--- src/deflate_pkg.sv ---
/*
 * Shared types and constants for the stored-mode deflate/GZIP engine.
 * Every RTL block pulls what it needs from here by a wildcard import.
 */
package deflate_pkg;

	// ======================================================================
	// Basic data types
	// ======================================================================
	typedef logic [7:0]  byte_t;        // One data byte
	typedef logic [31:0] word_t;        // One host word, also the packer output word
	typedef logic [15:0] len_t;         // Stored block LEN or NLEN
	typedef logic [5:0]  field_size_t;  // Number of valid bits in a packer field, 0..32

	// ======================================================================
	// Stream format constants
	// ======================================================================
	// The header word carries LEN in its low half and BFINAL here
	localparam int unsigned BFINAL_BIT = 24;

	// BFINAL plus BTYPE=00 take three bits, the stored format pads them to a full byte
	localparam field_size_t STORED_HEADER_BITS = 6'd8;

	// Reflected CRC32 as used by GZIP (ISO 3309)
	localparam word_t CRC32_POLY = 32'hEDB8_8320;
	localparam word_t CRC32_INIT = 32'hFFFF_FFFF;  // Also the final XOR value

	// ======================================================================
	// Controller states
	// ======================================================================
	typedef enum logic [3:0] {
		IDLE         = 4'd0,  // Wait for a header word
		BLOCK_HEADER = 4'd1,  // Emit the BFINAL/BTYPE byte and pop the header word
		BLOCK_LEN    = 4'd2,  // Emit LEN and NLEN as one 32 bit field
		LOAD_BYTE    = 4'd3,  // Emit one data byte per cycle
		END_OF_BLOCK = 4'd4,  // Decide between the next block and the trailer
		CRC_WAIT     = 4'd5,  // Let the last data byte settle in the CRC
		CRC32        = 4'd6,  // Emit the finished CRC32
		ISIZE        = 4'd7,  // Emit ISIZE with last set
		FLUSH        = 4'd8   // Give the packer time to write its remainder
	} ctrl_state_t;

endpackage
--- src/crc32_byte.sv ---
/*
 * Byte-serial CRC32 accumulator for the GZIP trailer.
 * Folds one data byte per valid cycle, the output is always the finished CRC so far.
 */
`timescale 1ns/10ps

module crc32_byte
	import deflate_pkg::*;
(
	input  logic  clk,
	input  logic  rst_n,
	input  logic  crc_valid,
	input  byte_t crc_byte,
	output word_t crc_value
);

	word_t crc_reg;  // Running reflected remainder

	// One byte through the reflected polynomial, LSB first
	function automatic word_t crc_fold(input word_t crc, input byte_t data);
		word_t c;
		c = crc ^ {24'b0, data};
		for (int i = 0; i < 8; i++) begin
			// Shift right and subtract the polynomial when a one drops out
			c = c[0] ? ((c >> 1) ^ CRC32_POLY) : (c >> 1);
		end
		return c;
	endfunction

	always_ff @(posedge clk or negedge rst_n) begin
		if (!rst_n) begin
			crc_reg <= CRC32_INIT;  // GZIP starts from all ones
		end else if (crc_valid) begin
			crc_reg <= crc_fold(crc_reg, crc_byte);
		end
	end

	// Final inversion is applied here so the value can be sampled at any time
	assign crc_value = ~crc_reg;

endmodule

--- config.mk ---
export PLATFORM = sky130hd
export DESIGN_NAME = crc32_byte
export DESIGN_NICKNAME = d
export VERILOG_FILES = /design/src/deflate_pkg.sv /design/src/crc32_byte.sv
export SDC_FILE = /design/constraint.sdc
export NUM_CORES = 1
export LEC_CHECK = 0
export BUFFER_PORTS_ARGS = -buffer_cell sky130_fd_sc_hd__buf_2
export CAP_MARGIN = 20
export CORE_ASPECT_RATIO = 1.75
export CORE_UTILIZATION = 50
export DETAILED_ROUTE_END_ITERATION = 6
export PLACE_DENSITY_LB_ADDON = 0.25
export SKIP_CTS_REPAIR_TIMING = 1
export SLEW_MARGIN = 20
export SYNTH_ARGS = -nofsm -noshare
export SYNTH_HDL_FRONTEND = slang
export SYNTH_SLANG_ARGS = --single-unit
--- constraint.sdc ---
create_clock -name clk -period 1.97 [get_ports clk]
set_clock_uncertainty 0.2 [all_clocks]
set_input_delay 0.394 -clock clk [delete_from_list [all_inputs] [get_ports clk]]
set_output_delay 0.394 -clock clk [all_outputs]
set_load 0.005 [all_outputs]
==> results of run 1 <==
layout by cell type (no fill, tap or decap):
| cell | count |
|---|---|
| xor2_1 | 2 |
| xnor2_1 | 42 |
| buf_6 | 5 |
| xnor2_4 | 9 |
| xnor2_2 | 14 |
| buf_12 | 3 |
| inv_1 | 32 |
| mux2i_1 | 10 |
| buf_4 | 23 |
| nand2_1 | 13 |
| xnor3_4 | 1 |
| mux2_2 | 1 |
| a21oi_1 | 8 |
| xnor3_1 | 2 |
| xor2_4 | 1 |
| nor2_1 | 8 |
| dfstp_2 | 32 |
| clkbuf_1 | 2 |
| buf_2 | 42 |
| clkbuf_8 | 6 |
| o21ai_0 | 13 |
critical path, stage by stage, from the launching register on:
cell and delay [ns]:
dfstp_2 0.58, xnor2_4 0.13, buf_12 0.15, xnor3_4 0.45
xnor2_2 0.16, xnor2_1 0.20, mux2i_1 0.13
layout make-up:
type / count / area share (%)
Multi-Input combinational cell: 124 / 43.8
Clock buffer: 8 / 3.14
Timing Repair Buffer: 73 / 17.4
Inverter: 32 / 4.19
Sequential cell: 32 / 29.3
Tap cell: 48 / 2.10
per-stage QoR:
stage | setup WS, ns | util, % | hold slack [ns]
finish | -0.117 | 72.7 | 0.249
global route | -0.184 | 72.7 | 0.258
CTS | -0.0820 | 69.3 | 0.239
detailed placement | -0.108 | 67.0 | 0.296
global placement | -0.0566 | 67.0 | 0.287
floorplan | -0.0123 | - | 0.0462
worst paths after layout:
check,startpoint,cells after the start,end,slack (ns)
setup / recovery,crc_reg[0],6,crc_reg[22],-0.12
hold / removal,crc_valid,2,crc_reg[14],0.25
hold reg to reg,crc_reg[23],2,crc_reg[23],0.31
max in group asynchronous,rst_n,1,crc_reg[30],1.18
setup reg to reg,crc_reg[0],6,crc_reg[22],-0.12
min in group asynchronous,rst_n,1,crc_reg[13],0.35
logic make-up (layout without fill, tap and decap cells):
logic type      count (synthesis)  in the layout  synth area share (%)
simple gates                   21             21                  3.73
xor+xnor                       71             71                  39.4
flops                          32             32                  39.8
compound gates                 21             21                  4.98
mux                            11             11                  5.28
buf+inv                        38            113                  6.76
per-layer routing:
metal | part of all wire [%] | global-route usage [%]
met1 | 37 | 22.6
met2 | 58 | 41.6
met3 | 2.3 | 4.69
met4 | 2.1 | 6.06
met5 | 0 | 0
==> qor.yml, run 1 <==
rsz0062_at_grt: "true"
grt.overflow.total: 0
max_freq_ghz: 0.479
yosys_warnings: 0
place.gp.congestion: 0.810
wl_um: 4640
status: "finished with violations"
period_share_pct: 106
synth_cells: 194
dpl.cell_count: 308
netlist.top_cell.by_area: "dfstp_2"
postSynthRegisterBits: 32
clockRootBuffer: "clkbuf_8"
viasPerCell: 4.65
start_kind: "flip-flop"
drive_gt1_share_pct: 50.9
max_slew_margin_pct: 51.1
violations: "negative setup slack"
die_w_um: 51.1
setup_viol: 5
nets: 279
synthesis.nets: 205
grt_pass1_vias: 1562
critPathMaxFanout: 4
cts_buffers: 5
drt_iter0_markers: 17
synth_area_leaders: "dfstp_2 (40%), xnor2_1 (22%), xnor2_4 (7.8%), inv_1 (5.7%), xnor2_2 (5.4%)"
largest_reg_flops: 32
async_reset_ff_share_pct: 100
worstHoldPathType: "in2reg"
clk_path_buf_depth: 2
drcViolationCount: 0
wire_per_inst_um: 14.6
cts_tree: "built"
syn_avg_cell_area_um2: 10.9
drv_slew: 0
grt_usage_pct: 21.6
arrival_ns: 2.08
core-area_mm2: 0.00394
stdcell_count: 317
rows: 30
vias: 1474
first_pass_iters: 4
fin_area_mm2: 0.00287
clk_pin_slew_worst_paths_ns: 0.06
start_util_pct: 53.6
synth_edf_count: 0
die_height_um: 88.0
ys.flop_type: "dfstp_2"
io_buffers: 42
synth.distinct_cells: 16
dieArea_mm2: 0.00450
ios: 43
yosysMostFrequentCell: "xnor2_1"
antenna_cells: 0
seq_area_um2: 841
clkLatencyLatePin_ns: 0.28
synth_commonest_cells: "xnor2_1 (52), dfstp_2 (32), inv_1 (32)"
finalHoldViolations: 0
endpoint_kind: "flip-flop"
synth_top_area_share_pct: 39.8
hpwl_um: 3280
tns_ns: -0.318
clock-sinks: 32
setup_slack_ns: -0.117
finalCriticalPeriod_ns: 2.09
crit_type: "reg2reg"
ant_nets: 0
cap_violations: 0
yosysSeqAreaShare_pct: 39.8
synthesis.area_mm2: 0.00211
htree_levels: 2
worst_slew_pin_slew_ns: 0.733
antenna_found_initial: 0
grt_max_degree: 33
post_dp_cell_area_mm2: 0.00264
multi_input_area_mm2: 0.00125
grt_first_pass_wirelength_um: 6990
fillers: 309
syn_to_final_growth_pct: 35.7
cp.required_ns: 1.97
Power of run 1 is left out: the tool's default activity adds up to more than one toggle a clock period on the data nets, which glitch-free logic cannot reach.
==> inputs of run 2 (changes only) <==
RECOVER_POWER = 100   (was not set)
==> qor.yml, run 2 (synthesis results as in run 1) <==
multi_input_area_mm2: 0.00125  # unchanged
stdcell_count: 317  # unchanged
max_slew_margin_pct: 45.3  # -5.8 points
path_depth: 6  # unchanged
hpwl_um: 3280  # unchanged
drt_iter0_markers: 17  # unchanged
clkLatencyLatePin_ns: 0.28  # about the same
antenna_found_initial: 0  # unchanged
grt_use_met3_pct: 4.69  # unchanged
rows: 30  # unchanged
syn_to_final_growth_pct: 35.7  # unchanged
wire_per_inst_um: 14.6  # about the same
layout_common_cells: "xnor2_1 (42), buf_2 (41), inv_1 (32), dfstp_2 (32), buf_4 (23)"
crit_chain: "xnor2_4 > buf_12 > xnor3_4 > xnor2_2 > xnor2_1 > mux2i_1"
wl_um: 4640  # about the same
drcViolationCount: 0  # unchanged
arrival_ns: 2.08  # about the same
period_share_pct: 106  # about the same
use_met2_pct: 41.6  # unchanged
timing.rr.start: "crc_reg[0]"
start_kind: "flip-flop"
cp.required_ns: 1.97  # about the same
die_height_um: 88.0  # unchanged
dpl.cell_count: 308  # unchanged
setup_slack_ns: -0.117  # +0.000201 ns
mostFrequentLayoutCell: "xnor2_1"
max_freq_ghz: 0.479  # about the same
grt_usage_pct: 21.6  # unchanged
cts_tree: "built"
antenna_cells: 0  # unchanged
clk_path_buf_depth: 2  # unchanged
clock-sinks: 32  # unchanged
cpPeakStageDelay_ns: 0.58  # about the same
io_buffers: 42  # unchanged
grt.overflow.total: 0  # unchanged
slowest_stage: "dfstp_2"
cap_violations: 0  # unchanged
vias: 1475  # +0.068%
final_util_pct: 72.7  # unchanged
clockRootBuffer: "clkbuf_8"
first_pass_iters: 4  # unchanged
ant_nets: 0  # unchanged
grt_max_degree: 33  # unchanged
grt_pass1_vias: 1562  # unchanged
worstHoldPathType: "in2reg"
violations: "negative setup slack"
core-area_mm2: 0.00394  # unchanged
finalHoldViolations: 0  # unchanged
critPathMaxFanout: 4  # unchanged
reg2regPathDepth: 6  # unchanged
clk_pin_slew_worst_paths_ns: 0.06  # about the same
worst_slew_pin_slew_ns: 0.821  # +0.0874 ns
status: "finished with violations"
htree_levels: 2  # unchanged
largest_reg_flops: 32  # unchanged
nets: 279  # unchanged
setup_viol: 5  # unchanged
drive_gt1_share_pct: 50.9  # unchanged
endpoint: "crc_reg[22]"
grt_use_met1_pct: 22.6  # unchanged
busiest_layer: "met2"
seq_area_um2: 841  # unchanged
ios: 43  # unchanged
die_w_um: 51.1  # unchanged
reg2reg_slack_ns: -0.12  # about the same
finalCriticalPeriod_ns: 2.09  # -0.000201 ns
cp_top_family: "XOR/XNOR gates"
rsz0062_at_grt: "true"
endpoint_kind: "flip-flop"
grt_first_pass_wirelength_um: 6990  # unchanged
dieArea_mm2: 0.00450  # unchanged
drv_slew: 0  # unchanged
reg2reg_to: "crc_reg[22]"
place.gp.congestion: 0.810  # unchanged
start_util_pct: 53.6  # unchanged
fillers: 309  # unchanged
path_buf_inv: 1  # unchanged
viasPerCell: 4.65  # about the same
cts_buffers: 5  # unchanged
crit_type: "reg2reg"
crit_path_start: "crc_reg[0]"
-- run 2: changes by cell type in the layout (fill, tap and decap cells not counted), sizes merged --
cell / delta
buf: -1
clkbuf: +1
-- run 2: worst register-to-register path, cell delays in order (launching register included) --
cell	delay, ns
dfstp_2	0.58
xnor2_4	0.13
buf_12	0.15
xnor3_4	0.45
xnor2_2	0.16
xnor2_1	0.20
mux2i_1	0.13
-- run 2: layout make-up --
cell class              instances  share of cell area [%]
multi-input cells             124                    43.8
well taps                      48                    2.10
flip-flops and latches         32                    29.3
inverters                      32                    4.19
clock buffers                   8                    3.14
repair buffers                 73                    17.4
-- run 2: through the flow --
stage / setup slack (ns) / setup TNS [ns] / area (µm²) / hold slack [ns]
finish: -0.117 / -0.317 / 2870 / 0.249
global route: -0.184 / -0.977 / 2870 / 0.258
CTS: -0.0820 / -0.342 / 2730 / 0.239
detailed placement: -0.108 / -0.396 / 2640 / 0.296
global placement: -0.0566 / -0.237 / 2640 / 0.287
floorplan: -0.0123 / -0.0123 / 2130 / 0.0462
-- run 2: per-layer routing --
layer | up-vias | wire length (µm)
li1 | 732 | -
met1 | 703 | 1730
met2 | 30 | 2710
met3 | 10 | 105
met4 | 0 | 97
met5 | - | 0
-- run 2: how the worst min path moves through the flow --
stage	start	to	slack, ns	cells past startpoint
final	crc_valid	crc_reg[14]	0.25	2
after global routing	crc_valid	crc_reg[4]	0.26	2
after CTS	crc_valid	crc_reg[4]	0.24	2
after detailed placement	crc_reg[24]	crc_reg[24]	0.30	2
after global placement	crc_reg[23]	crc_reg[23]	0.29	2
after floorplan	rst_n	crc_reg[0]	0.05	0
Power of run 2 is left out for the same reason.
