$ cat src/deflate_pkg.sv
/*
 * Shared types and constants for the stored-mode deflate/GZIP engine.
 * Every RTL block pulls what it needs from here by a wildcard import.
 */
package deflate_pkg;

	// ======================================================================
	// Basic data types
	// ======================================================================
	typedef logic [7:0]  byte_t;        // One data byte
	typedef logic [31:0] word_t;        // One host word, also the packer output word
	typedef logic [15:0] len_t;         // Stored block LEN or NLEN
	typedef logic [5:0]  field_size_t;  // Number of valid bits in a packer field, 0..32

	// ======================================================================
	// Stream format constants
	// ======================================================================
	// The header word carries LEN in its low half and BFINAL here
	localparam int unsigned BFINAL_BIT = 24;

	// BFINAL plus BTYPE=00 take three bits, the stored format pads them to a full byte
	localparam field_size_t STORED_HEADER_BITS = 6'd8;

	// Reflected CRC32 as used by GZIP (ISO 3309)
	localparam word_t CRC32_POLY = 32'hEDB8_8320;
	localparam word_t CRC32_INIT = 32'hFFFF_FFFF;  // Also the final XOR value

	// ======================================================================
	// Controller states
	// ======================================================================
	typedef enum logic [3:0] {
		IDLE         = 4'd0,  // Wait for a header word
		BLOCK_HEADER = 4'd1,  // Emit the BFINAL/BTYPE byte and pop the header word
		BLOCK_LEN    = 4'd2,  // Emit LEN and NLEN as one 32 bit field
		LOAD_BYTE    = 4'd3,  // Emit one data byte per cycle
		END_OF_BLOCK = 4'd4,  // Decide between the next block and the trailer
		CRC_WAIT     = 4'd5,  // Let the last data byte settle in the CRC
		CRC32        = 4'd6,  // Emit the finished CRC32
		ISIZE        = 4'd7,  // Emit ISIZE with last set
		FLUSH        = 4'd8   // Give the packer time to write its remainder
	} ctrl_state_t;

endpackage
$ cat src/stored_block_ctrl.sv
/*
 * Controller for stored deflate blocks and the GZIP trailer.
 * Parses block header words, walks the data bytes and feeds one field per cycle to the packer.
 */
`timescale 1ns/10ps

module stored_block_ctrl
	import deflate_pkg::*;
(
	input  logic        clk,
	input  logic        rst_n,
	// Input FIFO side
	input  word_t       in_rd_data,
	input  logic        in_empty,
	output logic        in_rd_en,
	// Output FIFO back-pressure
	input  logic        out_almost_full,
	// Packer side
	output logic        field_valid,
	output field_size_t field_size,
	output word_t       field_data,
	output logic        field_last,
	// CRC side
	output logic        crc_valid,
	output byte_t       crc_byte,
	input  word_t       crc_value,
	output logic        done
);

	ctrl_state_t state;
	ctrl_state_t state_nxt;
	len_t        len_r;      // LEN of the current block
	logic        bfinal_r;   // Current block is the last one
	logic [1:0]  byte_idx;   // Byte lane inside the head data word
	len_t        byte_cnt;   // Data bytes already emitted in this block
	word_t       isize_r;    // Running sum of LEN, wraps at 2**32
	logic        flush_cnt;  // Second cycle of FLUSH
	logic        last_byte;  // The byte at byte_idx closes the block
	byte_t       cur_byte;   // Data byte selected from the head word

	// Bytes of a data word are taken low lane first
	assign cur_byte  = in_rd_data[{byte_idx, 3'b000} +: 8];
	assign last_byte = (byte_cnt == (len_r - len_t'(1)));
	assign crc_byte  = cur_byte;  // Only sampled while crc_valid is high

	// ======================================================================
	// Next state and field decode
	// ======================================================================
	always_comb begin
		state_nxt   = state;
		field_valid = 1'b0;
		field_size  = '0;
		field_data  = '0;
		field_last  = 1'b0;
		crc_valid   = 1'b0;
		in_rd_en    = 1'b0;

		case (state)
			IDLE: begin
				// Once done is set the engine stays here until reset
				if (!in_empty && !done) state_nxt = BLOCK_HEADER;
			end

			BLOCK_HEADER: begin
				if (!out_almost_full) begin
					field_valid = 1'b1;
					field_size  = STORED_HEADER_BITS;
					field_data  = {31'b0, in_rd_data[BFINAL_BIT]};  // BTYPE and pad bits stay zero
					in_rd_en    = 1'b1;  // Header word is consumed here
					state_nxt   = BLOCK_LEN;
				end
			end

			BLOCK_LEN: begin
				if (!out_almost_full) begin
					field_valid = 1'b1;
					field_size  = 6'd32;
					field_data  = {~len_r, len_r};  // LEN first, NLEN above it
					state_nxt   = (len_r == '0) ? END_OF_BLOCK : LOAD_BYTE;
				end
			end

			LOAD_BYTE: begin
				// Stall on a missing data word or a nearly full output
				if (!in_empty && !out_almost_full) begin
					field_valid = 1'b1;
					field_size  = 6'd8;
					field_data  = {24'b0, cur_byte};
					crc_valid   = 1'b1;
					in_rd_en    = (byte_idx == 2'd3) || last_byte;  // Unused upper lanes are dropped
					if (last_byte) state_nxt = END_OF_BLOCK;
				end
			end

			END_OF_BLOCK: state_nxt = bfinal_r ? CRC_WAIT : IDLE;

			CRC_WAIT: state_nxt = CRC32;

			CRC32: begin
				if (!out_almost_full) begin
					field_valid = 1'b1;
					field_size  = 6'd32;
					field_data  = crc_value;
					state_nxt   = ISIZE;
				end
			end

			ISIZE: begin
				if (!out_almost_full) begin
					field_valid = 1'b1;
					field_size  = 6'd32;
					field_data  = isize_r;
					field_last  = 1'b1;  // Makes the packer flush its remainder
					state_nxt   = FLUSH;
				end
			end

			FLUSH: begin
				// Two cycles cover the last full word and the flushed remainder
				if (flush_cnt) state_nxt = IDLE;
			end

			default: state_nxt = IDLE;
		endcase
	end

	// ======================================================================
	// State, block bookkeeping and done
	// ======================================================================
	always_ff @(posedge clk or negedge rst_n) begin
		if (!rst_n) begin
			state     <= IDLE;
			len_r     <= '0;
			bfinal_r  <= 1'b0;
			byte_idx  <= '0;
			byte_cnt  <= '0;
			isize_r   <= '0;
			flush_cnt <= 1'b0;
			done      <= 1'b0;
		end else begin
			state     <= state_nxt;
			flush_cnt <= (state == FLUSH) && !flush_cnt;

			// New block, latch its header and restart the byte walk on lane 0
			if ((state == BLOCK_HEADER) && field_valid) begin
				len_r    <= in_rd_data[15:0];
				bfinal_r <= in_rd_data[BFINAL_BIT];
				isize_r  <= isize_r + word_t'(in_rd_data[15:0]);
				byte_idx <= '0;
				byte_cnt <= '0;
			end

			if ((state == LOAD_BYTE) && field_valid) begin
				byte_idx <= byte_idx + 2'd1;  // Wraps to lane 0 with the next word
				byte_cnt <= byte_cnt + len_t'(1);
			end

			// The packer has written its remainder word by the end of FLUSH
			if ((state == FLUSH) && flush_cnt) done <= 1'b1;
		end
	end

endmodule

$ cat config.mk
export PLATFORM = sky130hd
export DESIGN_NAME = stored_block_ctrl
export DESIGN_NICKNAME = d
export VERILOG_FILES = /design/src/deflate_pkg.sv /design/src/stored_block_ctrl.sv
export SDC_FILE = /design/constraint.sdc
export NUM_CORES = 1
export LEC_CHECK = 0
export ABC_CLOCK_PERIOD_IN_PS = 3700
export BUFFER_PORTS_ARGS = -buffer_cell sky130_fd_sc_hd__buf_4
export CORE_MARGIN = 10
export CORE_UTILIZATION = 56
export DETAILED_ROUTE_END_ITERATION = 6
export GPL_TIMING_DRIVEN = 0
export HOLD_SLACK_MARGIN = 0.02
export PLACE_DENSITY = 0.81
export SETUP_SLACK_MARGIN = 0.15
export SLEW_MARGIN = 25
export SYNTH_ARGS = -nofsm -noshare
export SYNTH_HDL_FRONTEND = slang
export SYNTH_SLANG_ARGS = --single-unit
export TNS_END_PERCENT = 100
$ cat constraint.sdc
create_clock -name clk -period 3.7 [get_ports clk]
set_input_delay 0.74 -clock clk [delete_from_list [all_inputs] [get_ports clk]]
set_output_delay 0.74 -clock clk [all_outputs]
set_load 0.1 [all_outputs]
==> flow_metrics.tcl, run 1 <==
set metrics [dict create \
    crit_chain "inv_2, ha_4, or3b_4, or4_4, a2111oi_4, nand4_2, a2111oi_4, a211o_4, buf_12" \
    setup_viol 0 \
    cts.sinks 73 \
    crit_arrival_ps 2870 \
    routed_wl_um 19700 \
    whs_ps 393 \
    syn_inst 703 \
    die_w_um 121 \
    ys_warn_count 0 \
    cts_buffers 9 \
    antenna_cells 0 \
    grt_usage 0.267 \
    core_um2 9910 \
    initial_core_util 0.581 \
    overflow 0 \
    ys_ff_latch 73 \
    grt_pass1_wl_um 31500 \
    hpwl_um 15200 \
    drc_errors 0 \
    cp_top_family "simple AND/OR/NAND/NOR gates" \
    status "complete, no violations" \
    r2r_cells 9 \
    peakVddDrop_mv 0.495 \
    critPathKind "register to primary output" \
    grt_pass1_vias 6165 \
    via_count 6152 \
    rows 36 \
    async_flop_share 1.00 \
    synthToLayoutAreaGrowth_pct 26.5 \
    drtIter0Drc 654 \
    path_clk_slew_ps 80 \
    post_drt_wl_per_cell_um 20.1 \
    clkLatencyLatePin_ps 360 \
    fmax_mhz 277 \
    power_density_nw_per_um2 880 \
    power_leakage_uw 0.00334 \
    die_area_um2 14700 \
    synth_top_area_share 0.317 \
    antenna_found_initial 0 \
    drive_above_1_share 0.236 \
    crit_cells 9 \
    ant_nets 0 \
    synth-main-ff-cell "dfrtp_1" \
    synth_edf_count 0 \
    fin_crit_ps 3610 \
    cts_tree "done" \
    rsz0062_at_grt "yes" \
    gp_congestion 0.982 \
    syn_area_per_cell_um2 8.19 \
    worst_pin_slew_ps 893 \
    netlist.top_cell.by_area "dfrtp_1" \
    final_util 0.735 \
    grt_max_degree 74 \
    boundaryPins 119 \
    slowest_delay_ps 440 \
    placed_cell_area_um2 6890 \
    cp.required_ps 2960 \
    postCtsHoldBufs 0 \
    dr.pass1.iters 5 \
    ys_top_cells_by_area "dfrtp_1, nand2_1, mux2i_1" \
    die_h_um 121 \
    hp-class "input pin to asynchronous set/reset pin" \
    viasPerCell 6.25 \
    finalMaxSlewViolations 0 \
    netlist_area_um2 5760 \
    port_buffers 114 \
    worst_setup_path_start_kind "register" \
    cpMostUsedCell "a2111oi_4" \
    slew_headroom 0.404 \
    critPathSlowestCell "or4_4" \
    root_buffer "clkbuf_8" \
    final_cell_mix "buf_4, nand2_1, nor2_1, dfrtp_1, o21ai_0" \
    htree_levels 3 \
    final_common_cell "buf_4" \
    cts_max_path_buffers 2 \
    hold_viol_final 0 \
    final.setup_skew_ps 7.62 \
    path_buf_inv 2 \
    synth.distinct_cells 72 \
    final.period_utilization 0.975 \
    finalSetupTns_ps 0 \
    fin_nets 935 \
    fin_area_um2 7290 \
    end_kind "primary output" \
    max-cap-violations 0 \
    ys_seq_area_frac 0.317 \
    crit_fanout 2 \
]
[through the flow]
stage                     power [µW]  worst slack (ps)  cells
after global routing            6770             -23.9    984
after floorplan                 4530               101    706
final                           6410              92.1    984
after CTS                       6280              75.4    981
after detailed placement        5530              -269    955
after global placement          5430              -750    953
[synthesized netlist by cell type, types with 2 or more instances]
| master | count |
|---|---|
| a2111oi_0 | 3 |
| a211oi_1 | 7 |
| a21o_1 | 7 |
| a21oi_1 | 38 |
| a22o_1 | 2 |
| a31o_2 | 2 |
| a31oi_1 | 8 |
| a32oi_1 | 2 |
| and3_1 | 9 |
| and4_1 | 2 |
| buf_1 | 6 |
| buf_4 | 4 |
| clkbuf_1 | 34 |
| dfrtp_1 | 73 |
| ha_1 | 20 |
| inv_1 | 20 |
| mux2i_1 | 33 |
| mux4_2 | 8 |
| nand2_1 | 112 |
| nand2b_1 | 3 |
| nand3_1 | 11 |
| nand4_1 | 5 |
| nor2_1 | 72 |
| nor2b_1 | 5 |
| nor3_1 | 11 |
| nor3b_1 | 3 |
| nor4_1 | 7 |
| o2111ai_1 | 5 |
| o211ai_1 | 11 |
| o21a_1 | 5 |
| o21ai_0 | 60 |
| o21bai_1 | 3 |
| o22a_1 | 13 |
| o22ai_1 | 3 |
| o31ai_1 | 5 |
| or3_1 | 7 |
| or4_1 | 4 |
| xnor2_1 | 28 |
| xor2_1 | 19 |
[cell families (layout without fill, tap and decap cells)]
logic type / count (synthesis) / in the layout / share of synthesized area
buffers and inverters: 67 / 212 / 0.0478
other: 1 / 4 / 0.000651
AND/OR/NAND/NOR: 262 / 262 / 0.209
adder cells (fa/ha/maj): 21 / 21 / 0.0469
XOR/XNOR: 47 / 47 / 0.0715
AO/OA/AOI/OAI: 191 / 191 / 0.218
flip-flops: 73 / 73 / 0.317
multiplexers: 41 / 41 / 0.0886
[flip-flops by register name, indices dropped and copies added (netlist names)]
signal	cells
state	4
isize_r	32
byte_cnt	16
done	1
bfinal_r	1
len_r	16
flush_cnt	1
byte_idx	2
[routing by layer]
metal,share of wire,vias up,GRT usage,routed length [µm]
li1,-,2817,-,-
met1,0.40,2944,0.322,7820
met2,0.48,313,0.437,9500
met3,0.078,78,0.0619,1540
met4,0.044,0,0.128,878
met5,0,-,0,0
[path summary, 6_finish.rpt]
path	to	slack (ps)	start
worst max-delay path	in_rd_en	90	len_r[1]
worst min-delay path	byte_cnt[12]	390	rst_n
worst max register to register	isize_r[26]	720	isize_r[0]
worst min register to register	isize_r[31]	480	isize_r[31]
max in group asynchronous	len_r[7]	2800	rst_n
min in group clk	isize_r[31]	480	isize_r[31]
[power by group]
group	internal, µW	switching (µW)	total [µW]
registers	1020	244	1260
logic	1480	3090	4570
clock network	278	307	585
[cell type report]
class | instances | area (µm²)
Buffer | 46 | 235
Clock buffer | 13 | 159
Clock inverter | 3 | 15.0
Fill cell | 786 | 2620
Inverter | 21 | 83.8
Multi-Input combinational cell | 566 | 3820
Sequential cell | 73 | 1830
Tap cell | 133 | 166
Timing Repair Buffer | 129 | 983
[repair_timing]
item                       4_1_cts  5_1_grt
setup endpoints to repair        1        1
resized for setup               23        7
pin swaps                        9        6
setup buffers                   10        3
Note: power is estimated with default switching activity, not from simulation.
==> inputs of run 2 (changes only) <==
Settings changed: ABC_CLOCK_PERIOD_IN_PS 3700 to 4400, CORE_UTILIZATION 56 to 58.
Clock period 3.7 ns to 4.4 ns, I/O delays scaled along.
==> run 2 against run 1 <==
Compared with the run above: cell count down 0.71%; first-iteration DRC count down 23%; clock skew up 6.4 ps; die area down 2.9%; critical path type unchanged; wire length up 0.86%; largest power group unchanged; core utilization up 0.46 points; combinational power down 18%; sequential share of layout area up 0.29 points; clock power up 9.4%; flip-flop and latch count unchanged; via count down 1.2%; critical endpoint unchanged.
==> flow_metrics.tcl, run 2 (synthesis results as in run 1) <==
set metrics [dict create \
    root_buffer "clkbuf_8" \
    final_util 0.740 \
    overflow 0 \
    clkLatencyLatePin_ps 370 \
    viasPerCell 6.22 \
    post_drt_wl_per_cell_um 20.4 \
    fmax_mhz 237 \
    grt_max_degree 74 \
    rsz0062_at_grt "no" \
    max-cap-violations 0 \
    final_cell_mix "buf_4, nand2_1, nor2_1, dfrtp_1, o21ai_0" \
    hp-class "input pin to asynchronous set/reset pin" \
    die_h_um 120 \
    via_count 6077 \
    cp-startpoint "len_r[0]" \
    final.period_utilization 0.959 \
    gp_congestion 0.972 \
    drc_errors 0 \
    final_common_cell "buf_4" \
    crit_arrival_ps 3340 \
    synthToLayoutAreaGrowth_pct 25.0 \
    finalSetupTns_ps 0 \
    worst_setup_path_start_kind "register" \
    regMostFlops "isize_r" \
    cts.sinks 73 \
    largest_reg_flops 32 \
    power_leakage_uw 0.00331 \
    worst_pin_slew_ps 1010 \
    rows 36 \
    critPathSlowestCell "or4_4" \
    worst-r2r-setup-slack_ps 1100 \
    routed_wl_um 19900 \
    drive_above_1_share 0.214 \
    dp_slack_ps 40.4 \
    crit_chain "inv_4, ha_4, or3b_4, or4_4, a2111oi_4, nand4_2, a2111oi_4, a211o_1, buf_12" \
    port_buffers 114 \
    cpMostUsedCell "a2111oi_4" \
    endpoint "in_rd_en" \
    boundaryPins 119 \
    drtIter0Drc 505 \
    setup_ws_ps 182 \
    power_uw 5440 \
    die_w_um 120 \
    grt_usage 0.277 \
    cts_max_path_buffers 2 \
    slew_headroom 0.327 \
    grt_pass1_wl_um 32000 \
    fin_crit_ps 4220 \
    whs_ps 435 \
    cts_tree "done" \
    path_clk_slew_ps 80 \
    dr.pass1.iters 5 \
    fin_nets 929 \
    cp.required_ps 3520 \
    status "complete, no violations" \
    cts_buffers 9 \
    die_area_um2 14300 \
    crit_fanout 5 \
    core_um2 9730 \
    htree_levels 3 \
    rr_endpoint "state[0]" \
    antenna_cells 0 \
    setup_viol 0 \
    critPathKind "register to primary output" \
    peakVddDrop_mv 0.622 \
    hold_viol_final 0 \
    final.setup_skew_ps 14.0 \
    power_density_nw_per_um2 755 \
    hpwl_um 15200 \
    postCtsHoldBufs 0 \
    grt_pass1_vias 6206 \
    antenna_found_initial 0 \
    finalMaxSlewViolations 0 \
    initial_core_util 0.592 \
    ant_nets 0 \
    r2r_cells 10 \
    end_kind "primary output" \
    slowest_delay_ps 510 \
    top_regs "isize_r: 32 flops, byte_cnt: 16 flops, len_r: 16 flops" \
    r2r_start "len_r[0]" \
]
run 2: cell count changes in the layout (fill, tap and decap cells not counted), sizes merged:
cell and change:
clkinvlp +1, buf -6, bufinv +3, clkbuf -4, clkinv -1
run 2: worst max-delay path, delay by kind of cell, from the launching register on:
kind	cells	cell delay, ps
AOI/OAI and AO/OA	3	950
adders and majority gates	1	150
buffers and inverters	2	300
DFF	1	460
and+or+nand+nor	3	1110
run 2: where the power goes:
part	internal, µW	switching (µW)
Sequential	854	207
Clock	371	268
Combinational	1160	2570
Total	2390	3050
run 2: worst min-delay path by stage:
| stage | startpoint | cells after the start | to | slack, ps |
|---|---|---|---|---|
| 6_report | rst_n | 1 | byte_cnt[8] | 440 |
| 5_1_grt | rst_n | 1 | byte_cnt[8] | 460 |
| 4_1_cts | isize_r[31] | 1 | isize_r[31] | 480 |
| 3_5_place_dp | isize_r[31] | 1 | isize_r[31] | 470 |
| 3_3_place_gp | isize_r[31] | 1 | isize_r[31] | 460 |
| 2_1_floorplan | isize_r[31] | 1 | isize_r[31] | 440 |
run 2: final cells by class:
type	instances	area, µm²
inverter	21	81.3
clock inverter	6	108
tap	133	166
clock buffer	9	124
timing repair buffer	124	951
fill	768	2530
sequential	73	1830
buffer	45	200
multi-input combinational	566	3740
run 2: what timing repair did:
item / 4_1_cts / 5_1_grt
endpoints found under the setup margin: 1 / 9
resized for setup: 10 / 4
pin swaps: 3 / 3
hold endpoints to repair: 0 / 0
setup buffers: 3 / 4
run 2: metrics by stage:
stage,cell area (µm²),instances
CTS,7130,973
global placement,6830,953
global route,7200,977
detailed placement,6840,955
finish,7200,977
floorplan,5800,706
run 2: per-layer routing:
| metal | track usage | wire (µm) | up-vias |
|---|---|---|---|
| li1 | - | - | 2794 |
| met1 | 0.335 | 7720 | 2859 |
| met2 | 0.451 | 9280 | 351 |
| met3 | 0.0680 | 2040 | 73 |
| met4 | 0.137 | 868 | 0 |
| met5 | 0 | 0 | - |
==> inputs of run 3 (changes only) <==
Settings changed: RECOVER_POWER from default to 50.
==> run 3 against run 2 <==
Compared with the run above: the flow now finishes with violations (capacitance limit, slew limit); fmax up 0.41%; clock power about the same; cell count unchanged; non-clock buffer count unchanged; first-iteration DRC count up 11%; power about the same; sequential power about the same; combinational power about the same; core utilization down 0.24 points; register-to-register slack better by 20 ps; flip-flop and latch count unchanged; largest cell class unchanged.
==> flow_metrics.tcl, run 3 (synthesis results as in run 1) <==
set metrics [dict create \
    status "finished with violations" \
    violations "capacitance limit, slew limit" \
    antenna_cells 0 \
    cts_tree "done" \
    final.period_utilization 0.955 \
    hold_viol_final 0 \
    htree_levels 3 \
    grt_pass1_vias 6206 \
    synthToLayoutAreaGrowth_pct 24.6 \
    antenna_found_initial 0 \
    rsz0062_at_grt "no" \
    setup_viol 0 \
    hp-class "register to register" \
    path_clk_slew_ps 80 \
    whs_ps 475 \
    routed_wl_um 19900 \
    endpoint "in_rd_en" \
    die_h_um 120 \
    power_leakage_uw 0.00330 \
    hpwl_um 15200 \
    end_kind "primary output" \
    cp_top_family "simple AND/OR/NAND/NOR gates" \
    setup_ws_ps 200 \
    power_density_nw_per_um2 757 \
    ant_nets 0 \
    grt_usage 0.277 \
    worst_setup_path_start_kind "register" \
    placed_cell_area_um2 6840 \
    r2r_start "len_r[0]" \
    critPathSlowestCell "or4_4" \
    crit_fanout 5 \
    fmax_mhz 238 \
    die_w_um 120 \
    grt_pass1_wl_um 32000 \
    post_drt_wl_per_cell_um 20.3 \
    final_common_cell "buf_4" \
    overflow 0 \
    max-cap-violations 2 \
    cts.sinks 73 \
    core_um2 9730 \
    drtIter0Drc 559 \
    drc_errors 0 \
    rr_endpoint "state[0]" \
    clkLatencyLatePin_ps 370 \
    crit_arrival_ps 3320 \
    slowest_delay_ps 510 \
    worst_pin_slew_ps 1980 \
    final_cell_mix "buf_4, nand2_1, nor2_1, dfrtp_1, o21ai_0" \
    r2r_cells 10 \
    viasPerCell 6.26 \
    regMostFlops "isize_r" \
    final.setup_skew_ps 13.2 \
    fin_nets 929 \
    port_buffers 114 \
    crit_chain "inv_4, ha_4, or3b_4, or4_4, a2111oi_4, nand4_2, a2111oi_4, a211o_1, buf_12" \
    rows 36 \
    fin_crit_ps 4200 \
    finalMaxSlewViolations 76 \
    root_buffer "clkbuf_8" \
    fin_area_um2 7180 \
    gp_congestion 0.972 \
    grt_max_degree 74 \
    cpMostUsedCell "a2111oi_4" \
    crit_cells 9 \
    path_buf_inv 2 \
    initial_core_util 0.592 \
    top_regs "isize_r: 32 flops, byte_cnt: 16 flops, len_r: 16 flops" \
    slew_headroom -0.320 \
    cp.required_ps 3520 \
    final_util 0.738 \
    dr.pass1.iters 5 \
    postCtsHoldBufs 0 \
    boundaryPins 119 \
    critPathKind "register to primary output" \
    dp_slack_ps 40.4 \
    largest_reg_flops 32 \
    cp-startpoint "len_r[0]" \
    peakVddDrop_mv 0.622 \
    worst-r2r-setup-slack_ps 1120 \
    cts_max_path_buffers 2 \
    drive_above_1_share 0.206 \
    via_count 6118 \
    hold_depth 1 \
    cts_buffers 9 \
    die_area_um2 14300 \
]
-- run 3: power breakdown --
part | leakage, µW | switching (µW) | internal [µW]
Clock | 0.000115 | 270 | 371
Sequential | 0.000954 | 208 | 854
Combinational | 0.00223 | 2570 | 1160
Total | 0.00330 | 3050 | 2390
-- run 3: stage by stage --
stage	total power, µW	std cells	TNS [ps]
after floorplan	3780	706	0
after global placement	4550	953	-209
after detailed placement	4640	955	0
after CTS	5320	973	0
after global routing	5730	977	0
final	5430	977	0
-- run 3: worst min path at each step --
stage,start,to
3_3_place_gp,isize_r[31],isize_r[31]
4_1_cts,isize_r[31],isize_r[31]
2_1_floorplan,isize_r[31],isize_r[31]
3_5_place_dp,isize_r[31],isize_r[31]
5_1_grt,isize_r[31],isize_r[31]
6_report,isize_r[31],isize_r[31]
-- run 3: area by class of cell --
type                            count  area (µm²)
Multi-Input combinational cell    566        3740
Fill cell                         774        2550
Sequential cell                    73        1830
Timing Repair Buffer              124         933
Buffer                             45         200
Tap cell                          133         166
Clock buffer                        9         124
Clock inverter                      6         108
Inverter                           21        81.3
-- run 3: layer usage --
| metal | vias to the layer above | GRT usage | part of all wire |
|---|---|---|---|
| li1 | 2800 | - | - |
| met1 | 2883 | 0.335 | 0.39 |
| met2 | 360 | 0.451 | 0.47 |
| met3 | 75 | 0.0680 | 0.10 |
| met4 | 0 | 0.137 | 0.045 |
| met5 | - | 0 | 0 |
-- run 3: repair_timing --
item	4_1_cts	5_1_grt
setup buffers	3	4
endpoints found under the setup margin	1	9
resized for setup	10	4
pin swaps	3	3
gates cloned	0	0
