`src/deflate_pkg.sv`:
```
/*
 * Shared types and constants for the stored-mode deflate/GZIP engine.
 * Every RTL block pulls what it needs from here by a wildcard import.
 */
package deflate_pkg;

	// ======================================================================
	// Basic data types
	// ======================================================================
	typedef logic [7:0]  byte_t;        // One data byte
	typedef logic [31:0] word_t;        // One host word, also the packer output word
	typedef logic [15:0] len_t;         // Stored block LEN or NLEN
	typedef logic [5:0]  field_size_t;  // Number of valid bits in a packer field, 0..32

	// ======================================================================
	// Stream format constants
	// ======================================================================
	// The header word carries LEN in its low half and BFINAL here
	localparam int unsigned BFINAL_BIT = 24;

	// BFINAL plus BTYPE=00 take three bits, the stored format pads them to a full byte
	localparam field_size_t STORED_HEADER_BITS = 6'd8;

	// Reflected CRC32 as used by GZIP (ISO 3309)
	localparam word_t CRC32_POLY = 32'hEDB8_8320;
	localparam word_t CRC32_INIT = 32'hFFFF_FFFF;  // Also the final XOR value

	// ======================================================================
	// Controller states
	// ======================================================================
	typedef enum logic [3:0] {
		IDLE         = 4'd0,  // Wait for a header word
		BLOCK_HEADER = 4'd1,  // Emit the BFINAL/BTYPE byte and pop the header word
		BLOCK_LEN    = 4'd2,  // Emit LEN and NLEN as one 32 bit field
		LOAD_BYTE    = 4'd3,  // Emit one data byte per cycle
		END_OF_BLOCK = 4'd4,  // Decide between the next block and the trailer
		CRC_WAIT     = 4'd5,  // Let the last data byte settle in the CRC
		CRC32        = 4'd6,  // Emit the finished CRC32
		ISIZE        = 4'd7,  // Emit ISIZE with last set
		FLUSH        = 4'd8   // Give the packer time to write its remainder
	} ctrl_state_t;

endpackage
```
`src/bit_packer.sv`:
```
/*
 * Packs variable-size bit fields LSB first into 32 bit words for the output FIFO.
 * A field with last set makes the packer flush its zero-padded remainder a cycle later.
 */
`timescale 1ns/10ps

module bit_packer
	import deflate_pkg::*;
(
	input  logic        clk,
	input  logic        rst_n,
	input  logic        field_valid,
	input  field_size_t field_size,
	input  word_t       field_data,
	input  logic        field_last,
	output logic        word_valid,
	output word_t       word_data
);

	logic [63:0] acc;         // Collected bits, the oldest one sits at bit 0
	logic [6:0]  cnt;         // Valid bits in acc, always below 32 between fields
	logic        flush_pend;  // Last field seen in the previous cycle
	logic [63:0] field_bits;  // Incoming field with bits above field_size cleared
	logic [63:0] merged;      // acc with the current field placed above its bits
	logic [6:0]  cnt_sum;     // Bit count including the current field
	logic        word_done;   // 32 or more bits are present after merging

	// ======================================================================
	// Merge the current field above the bits already held
	// ======================================================================
	always_comb begin
		field_bits = {32'b0, field_data} & ((64'd1 << field_size) - 64'd1);
		merged     = acc;
		cnt_sum    = cnt;
		if (field_valid) begin
			merged  = acc | (field_bits << cnt);  // Up to 31 old bits plus 32 new ones fit in 63
			cnt_sum = cnt + 7'(field_size);
		end
	end

	assign word_done = (cnt_sum >= 7'd32);

	// ======================================================================
	// Word output and remainder flush
	// ======================================================================
	always_ff @(posedge clk or negedge rst_n) begin
		if (!rst_n) begin
			acc        <= '0;
			cnt        <= '0;
			flush_pend <= 1'b0;
			word_valid <= 1'b0;
		end else begin
			word_valid <= 1'b0;
			flush_pend <= field_valid && field_last;
			if (word_done) begin
				word_valid <= 1'b1;
				acc        <= merged >> 32;  // Keep the overflow for the next word
				cnt        <= cnt_sum - 7'd32;
			end else if (flush_pend && (cnt_sum != '0)) begin
				word_valid <= 1'b1;  // Upper bits of the remainder word are already zero
				acc        <= '0;
				cnt        <= '0;
			end else begin
				acc <= merged;
				cnt <= cnt_sum;
			end
		end
	end

	// The low 32 bits go out both for a full word and for a flushed remainder
	always_ff @(posedge clk) begin
		if (word_done || flush_pend) word_data <= merged[31:0];
	end

endmodule

```
`config.mk`:
```
export PLATFORM = sky130hd
export DESIGN_NAME = bit_packer
export DESIGN_NICKNAME = d
export VERILOG_FILES = /design/src/deflate_pkg.sv /design/src/bit_packer.sv
export SDC_FILE = /design/constraint.sdc
export NUM_CORES = 1
export LEC_CHECK = 0
export CORE_AREA = 2 2 95 188
export DETAILED_ROUTE_END_ITERATION = 12
export DIE_AREA = 0 0 97 190
export DONT_BUFFER_PORTS = 1
export PLACE_DENSITY = 0.67
export SYNTH_ARGS = -nofsm -noshare
export SYNTH_HDL_FRONTEND = slang
export SYNTH_SLANG_ARGS = --single-unit
```
`constraint.sdc`:
```
create_clock -name clk -period 7.4 [get_ports clk]
set_input_delay 0.37 -clock clk [delete_from_list [all_inputs] [get_ports clk]]
set_output_delay 0.37 -clock clk [all_outputs]
set_load 0.01 [all_outputs]
```
==> results of run 1 <==
cells in the final DEF, fill, tap and decap left out, types with 12 or more instances in the layout:
master	synthesis	routed
a211oi_1	25	25
a21o_1	16	16
a21oi_1	58	58
a31oi_1	12	12
and2_1	13	13
buf_4	6	14
dfrtp_1	73	69
edfxtp_1	32	32
inv_1	23	23
mux2i_1	18	18
nand2_1	85	85
nand2b_1	14	14
nand3_1	30	30
nor2_1	95	95
nor3_1	38	38
o211ai_1	27	27
o21a_1	14	14
o21ai_0	55	55
o221ai_1	15	15
o22ai_1	15	15
o31ai_1	16	16
path summary, 6_finish.rpt:
kind	startpoint	end	cells past startpoint
max in group asynchronous	rst_n	word_valid	2
worst min register to register	acc[16]	acc[16]	2
worst max register to register	cnt[1]	acc[27]	12
min in group asynchronous	rst_n	cnt[1]	2
worst min-delay path	field_valid	flush_pend	1
worst max-delay path	cnt[1]	acc[27]	12
flip-flops by register name (all words and copies together), names as in the netlist:
signal      flops
word_data      32
word_valid      1
acc            64
flush_pend      1
cnt             7
logic make-up after synthesis:
logic type | Yosys count | synth area share (%)
xor gates and xnor gates | 2 | 0.192
buffers and inverters | 120 | 6.13
DFF | 105 | 30.5
adders and majority gates | 9 | 1.31
muxes | 32 | 4.27
and+or+nand+nor | 357 | 20.1
AOI/OAI and AO/OA | 445 | 37.5
per-layer routing:
metal	global-route usage [%]	vias to the layer above
met3	7.02	153
met5	0	-
met2	63.6	566
met1	43.1	4473
li1	-	4098
met4	23.9	0
report_power, final:
part / internal (µW) / leakage [µW] / switching (µW) / total, µW
Combinational: 937 / 0.00213 / 2120 / 3060
Sequential: 832 / 0.00134 / 167 / 999
Clock: 307 / 0.000153 / 219 / 527
cell type report:
type / instances / area share [%]
inverter: 26 / 1.04
multi-input combinational: 845 / 61.6
clock buffer: 12 / 2.62
sequential: 105 / 29.6
timing repair buffer: 16 / 1.51
tap: 210 / 2.79
clock inverter: 4 / 0.810
repair_timing:
action,4_1_cts,5_1_grt
gates resized for setup,0,0
hold endpoints to repair,73,0
hold buffers,2,0
through the flow:
step	cells	area [µm²]	hold WS, ns	utilization (%)
2_1_floorplan	1070	9150	0.0744	-
3_3_place_gp	1200	9060	0.0774	53.0
3_5_place_dp	1200	9060	0.0779	53.0
4_1_cts	1218	9420	0.128	55.1
5_1_grt	1218	9420	0.140	55.1
6_report	1218	9420	0.139	55.1
==> impl_metrics.csv, run 1 <==
group,metric,value,unit
synth,synth_top_area_cell,"dfrtp_1",
place,post-place-ws,3.03,ns
finish,syn2layout_area_growth,3.00,%
synth,synthArstFlopShare,69.5,%
power_and_ir_drop,total_power,4590,µW
finish,multiInputGateArea,5800,µm²
routing,routed_wl,34.9,mm
critical_path,cp_common_cell,"ha_1",
timing,fmax,224,MHz
synth,synth-seq-cells,105,
critical_path,required,7.68,ns
timing,finClkSkew,0.00905,ns
synth,netlist_instances,1070,
critical_path,slowest_delay,1.06,ns
floorplan,io_pins,75,
timing,worst_pin_slew,1.21,ns
clocking,clock-sinks,105,
routing,via_per_inst,7.63,
synth,yosys_warnings,0,
clocking,root_buffer,"clkbuf_16",
power_and_ir_drop,p_leak,0.00363,µW
clocking,clkTransAtPathRegs,0.07,ns
clocking,cts_tree,"done",
synth,ys_top_cells_by_area,"dfrtp_1, edfxtp_1, nor2_1, nand2_1, a21oi_1",
synth,synth_nets,1121,
timing,setup_tns,0,ns
floorplan,core_area,17100,µm²
global_routing,antenna_found_initial,0,
routing,first_pass_iters,6,
critical_path,crit_type,"reg2reg",
synth,synth.yosys.seq_area_share,30.5,%
critical_path,end_kind,"register",
finish,layout-drive-gt1-share,11.0,%
place,gp_congestion,1.01,
finish,antenna_cells,0,
finish,regArea,2790,µm²
clocking,htreeDepth,3,
floorplan,num_rows,68,
critical_path,cp_top_family,"simple AND/OR/NAND/NOR gates",
global_routing,overflow,0,
job,drv_cap,0,
global_routing,grt_pass1_wl,53.3,mm
routing,dr_wl_met3,2.77,mm
global_routing,grt.total_usage,37.5,%
global_routing,grt_max_degree,75,
clocking,postCtsSetupBuffers,0,
routing,top_layer_used,"met4",
clocking,cts_buffers,9,
place,portBuffers,0,
timing,setup_ws,2.94,ns
critical_path,slowest_stage,"dfrtp_2",
timing,finalSetupViolations,0,
synth,synthTopCellsByCount,"nor2_1, nand2_1, dfrtp_1",
power_and_ir_drop,power_density,487,nW/µm²
critical_path,arrival,4.74,ns
clocking,clock_path_buffers,2,
timing,relSlewSlack,19.3,%
routing,drc,0,
routing,wl_met1,12.4,mm
synth,syn-cell-area,9150,µm²
place,dp_hpwl,25.2,mm
finish,num-nets-final,1054,
critical_path,critical_path_peak_fanout,56,
timing,period_needed,4.46,ns
critical_path,cp_num_buf_inv,2,
synth,synth-main-ff-cell,"dfrtp_1",
routing,met2_length,17.1,mm
routing,num_vias,9290,
floorplan,die_w,97,µm
synth,synth_edf_count,32,
critical_path,start_kind,"register",
timing,hold_violations,0,
global_routing,grt_pass1_vias,8787,
synth,yosysMostFrequentCell,"nor2_1",
synth,yosysTopAreaCellShare,20.0,%
timing,maxSlewViolCount,0,
finish,nFillCells,1579,
timing,rsz0062_at_grt,"false",
status,status,"completed",
routing,wire_per_inst,28.7,µm
critical_path,path_cells,"ha_1 -> a21oi_1 -> o21ai_0 -> and3_1 -> nor3_1 -> ha_1 -> o21ai_2 -> a21oi_2 -> buf_4 -> inv_2 -> or3_1 -> o211ai_1",
min_path,hold_class,"in2reg",
synth,yosysUniqueCellTypes,110,
timing,finalCritPeriodShare,60.3,%
power_and_ir_drop,peakVddDrop,0.471,mV
routing,initialDrtViolationCount,1030,
critical_path,r2r_setup_slack,2.94,ns
floorplan,die-area,18400,µm²
floorplan,die_y,190,µm
clocking,clk-insertion-delay-late,0.36,ns
synth,syn_area_per_cell,8.55,µm²
routing,drt.antenna.violating_nets,0,
floorplan,start_util,53.5,%
Note: power is estimated with default switching activity, not from simulation.
==> run 2, diff against run 1 <==
--- a/config.mk
+++ b/config.mk
@@ -5,9 +5,10 @@
 export SDC_FILE = /design/constraint.sdc
 export NUM_CORES = 1
 export LEC_CHECK = 0
-export CORE_AREA = 2 2 95 188
+export ABC_AREA = 1
+export CORE_AREA = 2 2 89 177
 export DETAILED_ROUTE_END_ITERATION = 12
-export DIE_AREA = 0 0 97 190
+export DIE_AREA = 0 0 91 179
 export DONT_BUFFER_PORTS = 1
 export PLACE_DENSITY = 0.67
 export SYNTH_ARGS = -nofsm -noshare
==> constraint.sdc (replaced) <==
create_clock -name clk -period 4.6 [get_ports clk]
set_input_delay 0.23 -clock clk [delete_from_list [all_inputs] [get_ports clk]]
set_output_delay 0.23 -clock clk [all_outputs]
set_load 0.01 [all_outputs]
==> run 2 against run 1 <==
Power is 36% higher. Highest routed layer unchanged. Hold slack worse by 0.036 ns. Synthesized area down 11%. Clock-buffer cell count is 3 lower. Flip-flop and latch count is the same. Die area fell by 12%. Synthesized cell count grew 14%. Routed wire length down 22%. Global-route usage shrank 3.3 points. Maximum frequency grew 19%.
==> impl_metrics.csv, run 2 <==
group,metric,value,unit
finish,final_common_cell,"nand2_1",
clocking,htreeDepth,3,
place,dp_cells,1365,
clocking,cts_buffers,9,
global_routing,grt_max_degree,74,
clocking,clk-insertion-delay-late,0.35,ns
timing,worst_pin_slew,1.00,ns
synth,yosysTopAreaCellShare,22.5,%
timing,rsz0062_at_grt,"false",
timing,period_needed,3.77,ns
synth,yosysUniqueCellTypes,43,
floorplan,io_pins,75,
finish,antenna_cells,0,
job,drv_cap,0,
critical_path,required,4.84,ns
power_and_ir_drop,total_power,6250,µW
timing,relSlewSlack,33.0,%
timing,finalCritPeriodShare,81.9,%
power_and_ir_drop,power_density,737,nW/µm²
global_routing,overflow,0,
finish,num-nets-final,1233,
critical_path,r2r_setup_slack,0.83,ns
global_routing,grt.total_usage,34.2,%
min_path,holdPathEnd,"cnt[0]",
routing,routed_wl,27.3,mm
critical_path,cp_common_cell,"inv_1",
critical_path,critical_path_peak_fanout,33,
clocking,clock-sinks,105,
timing,setup_tns,0,ns
critical_path,end_kind,"register",
min_path,hold_class,"in2reg",
critical_path,worstRegToRegCells,18,
synth,synth_top_area_cell,"dfrtp_1",
synth,synth_edf_count,32,
critical_path,worstReg2RegStart,"cnt[1]",
critical_path,slowest_delay,0.46,ns
synth,yosys_warnings,0,
routing,first_pass_iters,10,
critical_path,arrival,4.01,ns
global_routing,grt_pass1_wl,42.9,mm
finish,largestRegisters,"acc (64), word_data (32), cnt (7)",
global_routing,grt_pass1_vias,7980,
routing,drt.antenna.violating_nets,0,
synth,ys_top_cells_by_area,"dfrtp_1, nand3_1, nand2_1, edfxtp_1, inv_1",
clocking,postCtsSetupBuffers,0,
clocking,cts_tree,"done",
floorplan,die-area,16300,µm²
status,status,"completed",
timing,finalSetupViolations,0,
critical_path,reg2reg_to,"acc[24]",
synth,synthArstFlopShare,69.5,%
floorplan,die_w,91,µm
timing,maxSlewViolCount,0,
synth,synth-seq-cells,105,
synth,synth_nets,1270,
routing,via_per_inst,5.97,
finish,nFillCells,1522,
routing,wire_per_inst,19.7,µm
critical_path,start_kind,"register",
floorplan,core_area,15100,µm²
synth,synth.yosys.seq_area_share,34.4,%
critical_path,slowest_stage,"fa_1",
critical_path,path_cells,"inv_1 -> buf_4 -> fa_1 -> o31ai_1 -> inv_1 -> nor2_1 -> o21a_1 -> o21ai_1 -> xor2_1 -> inv_1 -> ha_1 -> nand2_2 -> inv_2 -> nand2_2 -> buf_4 -> inv_2 -> nand2_1 -> nand2_1",
timing,hold_violations,0,
floorplan,num_rows,64,
clocking,clock_path_buffers,2,
timing,finClkSkew,0.00780,ns
synth,yosysMostFrequentCell,"nand2_1",
min_path,hold_path_depth,3,
synth,syn_area_per_cell,6.65,µm²
critical_path,cp_num_buf_inv,7,
global_routing,antenna_found_initial,0,
place,post-place-ws,0.884,ns
critical_path,cp_top_family,"buffers and inverters",
clocking,clkTransAtPathRegs,0.08,ns
floorplan,start_util,53.8,%
synth,synthTopCellsByCount,"nand2_1, nand3_1, inv_1",
place,dp_hpwl,20.7,mm
finish,largest_reg_flops,64,
finish,layout-drive-gt1-share,6.91,%
timing,setup_ws,0.835,ns
power_and_ir_drop,p_leak,0.00444,µW
routing,drc,0,
finish,top_register,"acc",
critical_path,crit_type,"reg2reg",
floorplan,die_y,179,µm
power_and_ir_drop,peakVddDrop,0.829,mV
finish,syn2layout_area_growth,4.69,%
finish,final_cell_mix,"nand2_1, nand3_1, inv_1",
finish,fin_cells,1385,
timing,fmax,266,MHz
place,gp_congestion,0.983,
synth,synth-main-ff-cell,"dfrtp_1",
routing,num_vias,8272,
clocking,root_buffer,"clkbuf_16",
synth,netlist_instances,1219,
place,portBuffers,0,
clocking,post_cts_resize_count,0,
synth,syn-cell-area,8100,µm²
min_path,hold_start,"field_valid",
routing,initialDrtViolationCount,838,
## run 2: cell types whose count changed in the layout (fill, tap and decap cells not counted), sizes merged, moves of 30 or more
cell,before,now
nand3,30,287
nand2,86,370
inv,26,105
a211oi,30,0
nor3,39,4
nand4,10,60
o21ai,66,26
## run 2: how the worst max path moves through the flow
stage,end,cells after the start,startpoint,slack (ns)
floorplan,word_data[0],14,cnt[1],1.19
global placement,acc[29],18,cnt[1],1.12
detailed placement,acc[24],18,cnt[1],0.88
CTS,acc[24],18,cnt[1],0.86
global route,acc[24],18,cnt[1],0.53
finish,acc[24],18,cnt[1],0.83
## run 2: cell type report
type / count / area (µm²) / share of cell area, %
clock buffers: 9 / 225 / 2.65
clock inverters: 7 / 70.1 / 0.826
flip-flops and latches: 105 / 2790 / 32.9
inverters: 103 / 389 / 4.59
repair buffers: 19 / 170 / 2.01
multi-input cells: 944 / 4590 / 54.1
well taps: 198 / 248 / 2.92
## run 2: where the power goes
group	internal, µW	switching [µW]	total (µW)
sequential	1360	164	1520
combinational	1080	2890	3970
clock	383	375	758
## run 2: stage by stage
step           hold slack, ns  util (%)  cell area, µm²
2_1_floorplan         -0.0656         -            8100
3_3_place_gp          -0.0631      54.0            8130
3_5_place_dp          -0.0632      54.0            8130
4_1_cts                 0.104      56.3            8480
5_1_grt                 0.115      56.3            8480
6_report                0.102      56.3            8480
## run 2: repair_timing
| item | in CTS | in global routing |
|---|---|---|
| hold endpoints to repair | 74 | 0 |
| hold buffers | 4 | 0 |
| endpoints found under the setup margin | 0 | 0 |
## run 2: worst min-delay path: cells and delay by family
family / cells / cell delay (ns)
AO/OA/AOI/OAI: 1 / 0.06
buffers and inverters: 1 / 0.08
AND/OR/NAND/NOR: 1 / 0.05
## run 2: kinds of logic (layout without fill, tap and decap cells)
| logic type | Yosys count | after routing | share of synthesized area (%) |
|---|---|---|---|
| flip-flops | 105 | 105 | 34.4 |
| buffers and inverters | 170 | 138 | 8.91 |
| XOR/XNOR | 6 | 6 | 0.649 |
| adder cells (fa/ha/maj) | 9 | 9 | 1.48 |
| AO/OA/AOI/OAI | 105 | 105 | 7.57 |
| AND/OR/NAND/NOR | 824 | 824 | 47.0 |
## run 2: routing by layer
metal	track usage, %	share of wire (%)
met4	14.8	4.8
met1	40.7	40
met5	0	0
met3	5.17	4.4
met2	60.7	51
==> run 3, diff against run 2 <==
==> constraint.sdc (replaced) <==
create_clock -name clk -period 3.75 [get_ports clk]
set_input_delay 0.1875 -clock clk [delete_from_list [all_inputs] [get_ports clk]]
set_output_delay 0.1875 -clock clk [all_outputs]
set_load 0.01 [all_outputs]
==> run 3 against run 2 <==
Flip-flop and latch count did not move. Design area is essentially flat. Non-clock buffer count up 2. Register-to-register slack worse by 0.27 ns. Highest routed layer unchanged. Critical endpoint is now word_data[16]. Largest cell class unchanged. Die area unchanged. Critical path type unchanged.
==> impl_metrics.csv, run 3 (same netlist as run 2, synthesis figures left out) <==
group,metric,value,unit
power_and_ir_drop,seqPwrFrac,24.3,%
clocking,post_cts_resize_count,0,
global_routing,grt_pass1_wl,43.0,mm
critical_path,critical_path_peak_fanout,32,
power_and_ir_drop,internal_power,3460,µW
global_routing,grt_max_degree,74,
routing,drc,0,
floorplan,core_area,15100,µm²
power_and_ir_drop,combPwrFrac,63.8,%
critical_path,worstReg2RegStart,"cnt[0]",
finish,antenna_cells,0,
global_routing,grt_pass1_vias,8143,
status,status,"completed",
finish,largest_reg_flops,64,
finish,top_register,"acc",
floorplan,die_w,91,µm
timing,finClkSkew,0.0109,ns
clocking,htreeDepth,3,
power_and_ir_drop,switchingPower,4210,µW
place,dp_hpwl,20.7,mm
timing,period_needed,3.18,ns
critical_path,cp_common_cell,"inv_1",
critical_path,end_kind,"register",
critical_path,reg2reg_to,"word_data[16]",
critical_path,slowest_stage,"fa_1",
finish,final_common_cell,"nand2_1",
routing,first_pass_iters,5,
clocking,clkTransAtPathRegs,0.07,ns
global_routing,grt.total_usage,34.0,%
floorplan,die_y,179,µm
clocking,cts_tree,"done",
finish,final_cell_mix,"nand2_1, nand3_1, inv_1",
power_and_ir_drop,p_sw_share,54.9,%
critical_path,arrival,3.18,ns
routing,via_per_inst,5.98,
place,portBuffers,0,
power_and_ir_drop,p_leak,0.00444,µW
timing,rsz0062_at_grt,"false",
critical_path,slowest_delay,0.40,ns
floorplan,num_rows,64,
clocking,clock-sinks,105,
timing,setup_tns,0,ns
timing,relSlewSlack,36.9,%
critical_path,r2r_setup_slack,0.57,ns
critical_path,crit_type,"reg2reg",
timing,hold_violations,0,
floorplan,die-area,16300,µm²
global_routing,overflow,0,
timing,fmax,314,MHz
critical_path,required,3.75,ns
clocking,root_buffer,"clkbuf_16",
timing,finalCritPeriodShare,84.9,%
power_and_ir_drop,total_power,7670,µW
global_routing,antenna_found_initial,0,
timing,finalSetupViolations,0,
floorplan,io_pins,75,
finish,largestRegisters,"acc (64), word_data (32), cnt (7)",
critical_path,start_kind,"register",
finish,syn2layout_area_growth,4.71,%
clocking,cts_buffers,9,
routing,wire_per_inst,19.6,µm
job,drv_cap,0,
place,gp_congestion,0.996,
clocking,clk-insertion-delay-late,0.35,ns
power_and_ir_drop,peakVddDrop,1.21,mV
critical_path,path_cells,"ha_1 -> inv_1 -> fa_1 -> o31ai_1 -> inv_1 -> nor2_1 -> o21a_1 -> o21ai_1 -> xor2_1 -> inv_1 -> ha_1 -> nand2_2 -> or2_2 -> buf_4",
finish,num-nets-final,1235,
finish,fin_cells,1387,
routing,drt.antenna.violating_nets,0,
critical_path,worstRegToRegCells,14,
timing,maxSlewViolCount,0,
floorplan,start_util,53.8,%
finish,layout-drive-gt1-share,6.98,%
place,dp_cells,1367,
critical_path,crit_path_end,"word_data[16]",
critical_path,crit_start,"cnt[0]",
timing,worst_pin_slew,0.944,ns
routing,routed_wl,27.2,mm
power_and_ir_drop,clockPowerShare,11.9,%
clocking,clock_path_buffers,2,
power_and_ir_drop,power_density,904,nW/µm²
routing,initialDrtViolationCount,725,
min_path,hold_class,"in2reg",
routing,num_vias,8298,
==> run 3: metal layers <==
metal	vias to the layer above	global-route usage, %	part of all wire [%]
met1	3911	39.8	39
li1	4005	-	-
met3	67	4.20	5.3
met5	-	0	0
met4	0	15.7	5.1
met2	315	61.5	51
==> run 3: timing repair <==
action                                 in CTS  in global routing
setup buffers                               0                  0
endpoints found under the hold margin      74                  0
hold buffers                                4                  0
==> run 3: power groups by stage <==
| stage | Combinational (µW) | Sequential (µW) | Clock [µW] |
|---|---|---|---|
| after global routing | 5400 | 1900 | 963 |
| after detailed placement | 4780 | 1890 | 0 |
| after CTS | 4810 | 1870 | 926 |
| after floorplan | 3480 | 1850 | 0 |
| after global placement | 4720 | 1880 | 0 |
| final | 4890 | 1860 | 912 |
==> run 3: worst min-delay path by stage <==
stage                      startpoint  endpoint  cells after the start
after floorplan                 rst_n    acc[0]                      0
after global placement          rst_n   acc[59]                      0
after detailed placement        rst_n   acc[59]                      0
after CTS                 field_valid    cnt[4]                      2
after global routing      field_valid    cnt[4]                      2
final                     field_valid    cnt[4]                      2
==> run 3: critical path, delay by kind of cell, from the launching register on <==
kind / cells / cell delay, ns
XOR/XNOR: 1 / 0.21
adder cells (fa/ha/maj): 3 / 0.77
AND/OR/NAND/NOR: 3 / 0.36
AO/OA/AOI/OAI: 3 / 0.52
buffers and inverters: 4 / 0.57
flip-flops: 1 / 0.35
==> run 3: through the flow <==
step	util, %	cell area [µm²]	setup slack [ns]	hold slack (ns)
3_3_place_gp	54.1	8150	0.677	-0.101
2_1_floorplan	-	8100	0.341	-0.108
4_1_cts	56.4	8480	0.569	0.0743
3_5_place_dp	54.1	8150	0.606	-0.100
6_report	56.4	8480	0.568	0.0770
5_1_grt	56.4	8480	0.196	0.0757
==> run 3: layout make-up <==
| cell class | instances | area, µm² |
|---|---|---|
| fillers | 1563 | 6570 |
| multi-input cells | 944 | 4590 |
| repair buffers | 21 | 185 |
| clock buffers | 10 | 229 |
| inverters | 103 | 389 |
| flip-flops and latches | 105 | 2790 |
| well taps | 198 | 248 |
| clock inverters | 6 | 52.6 |
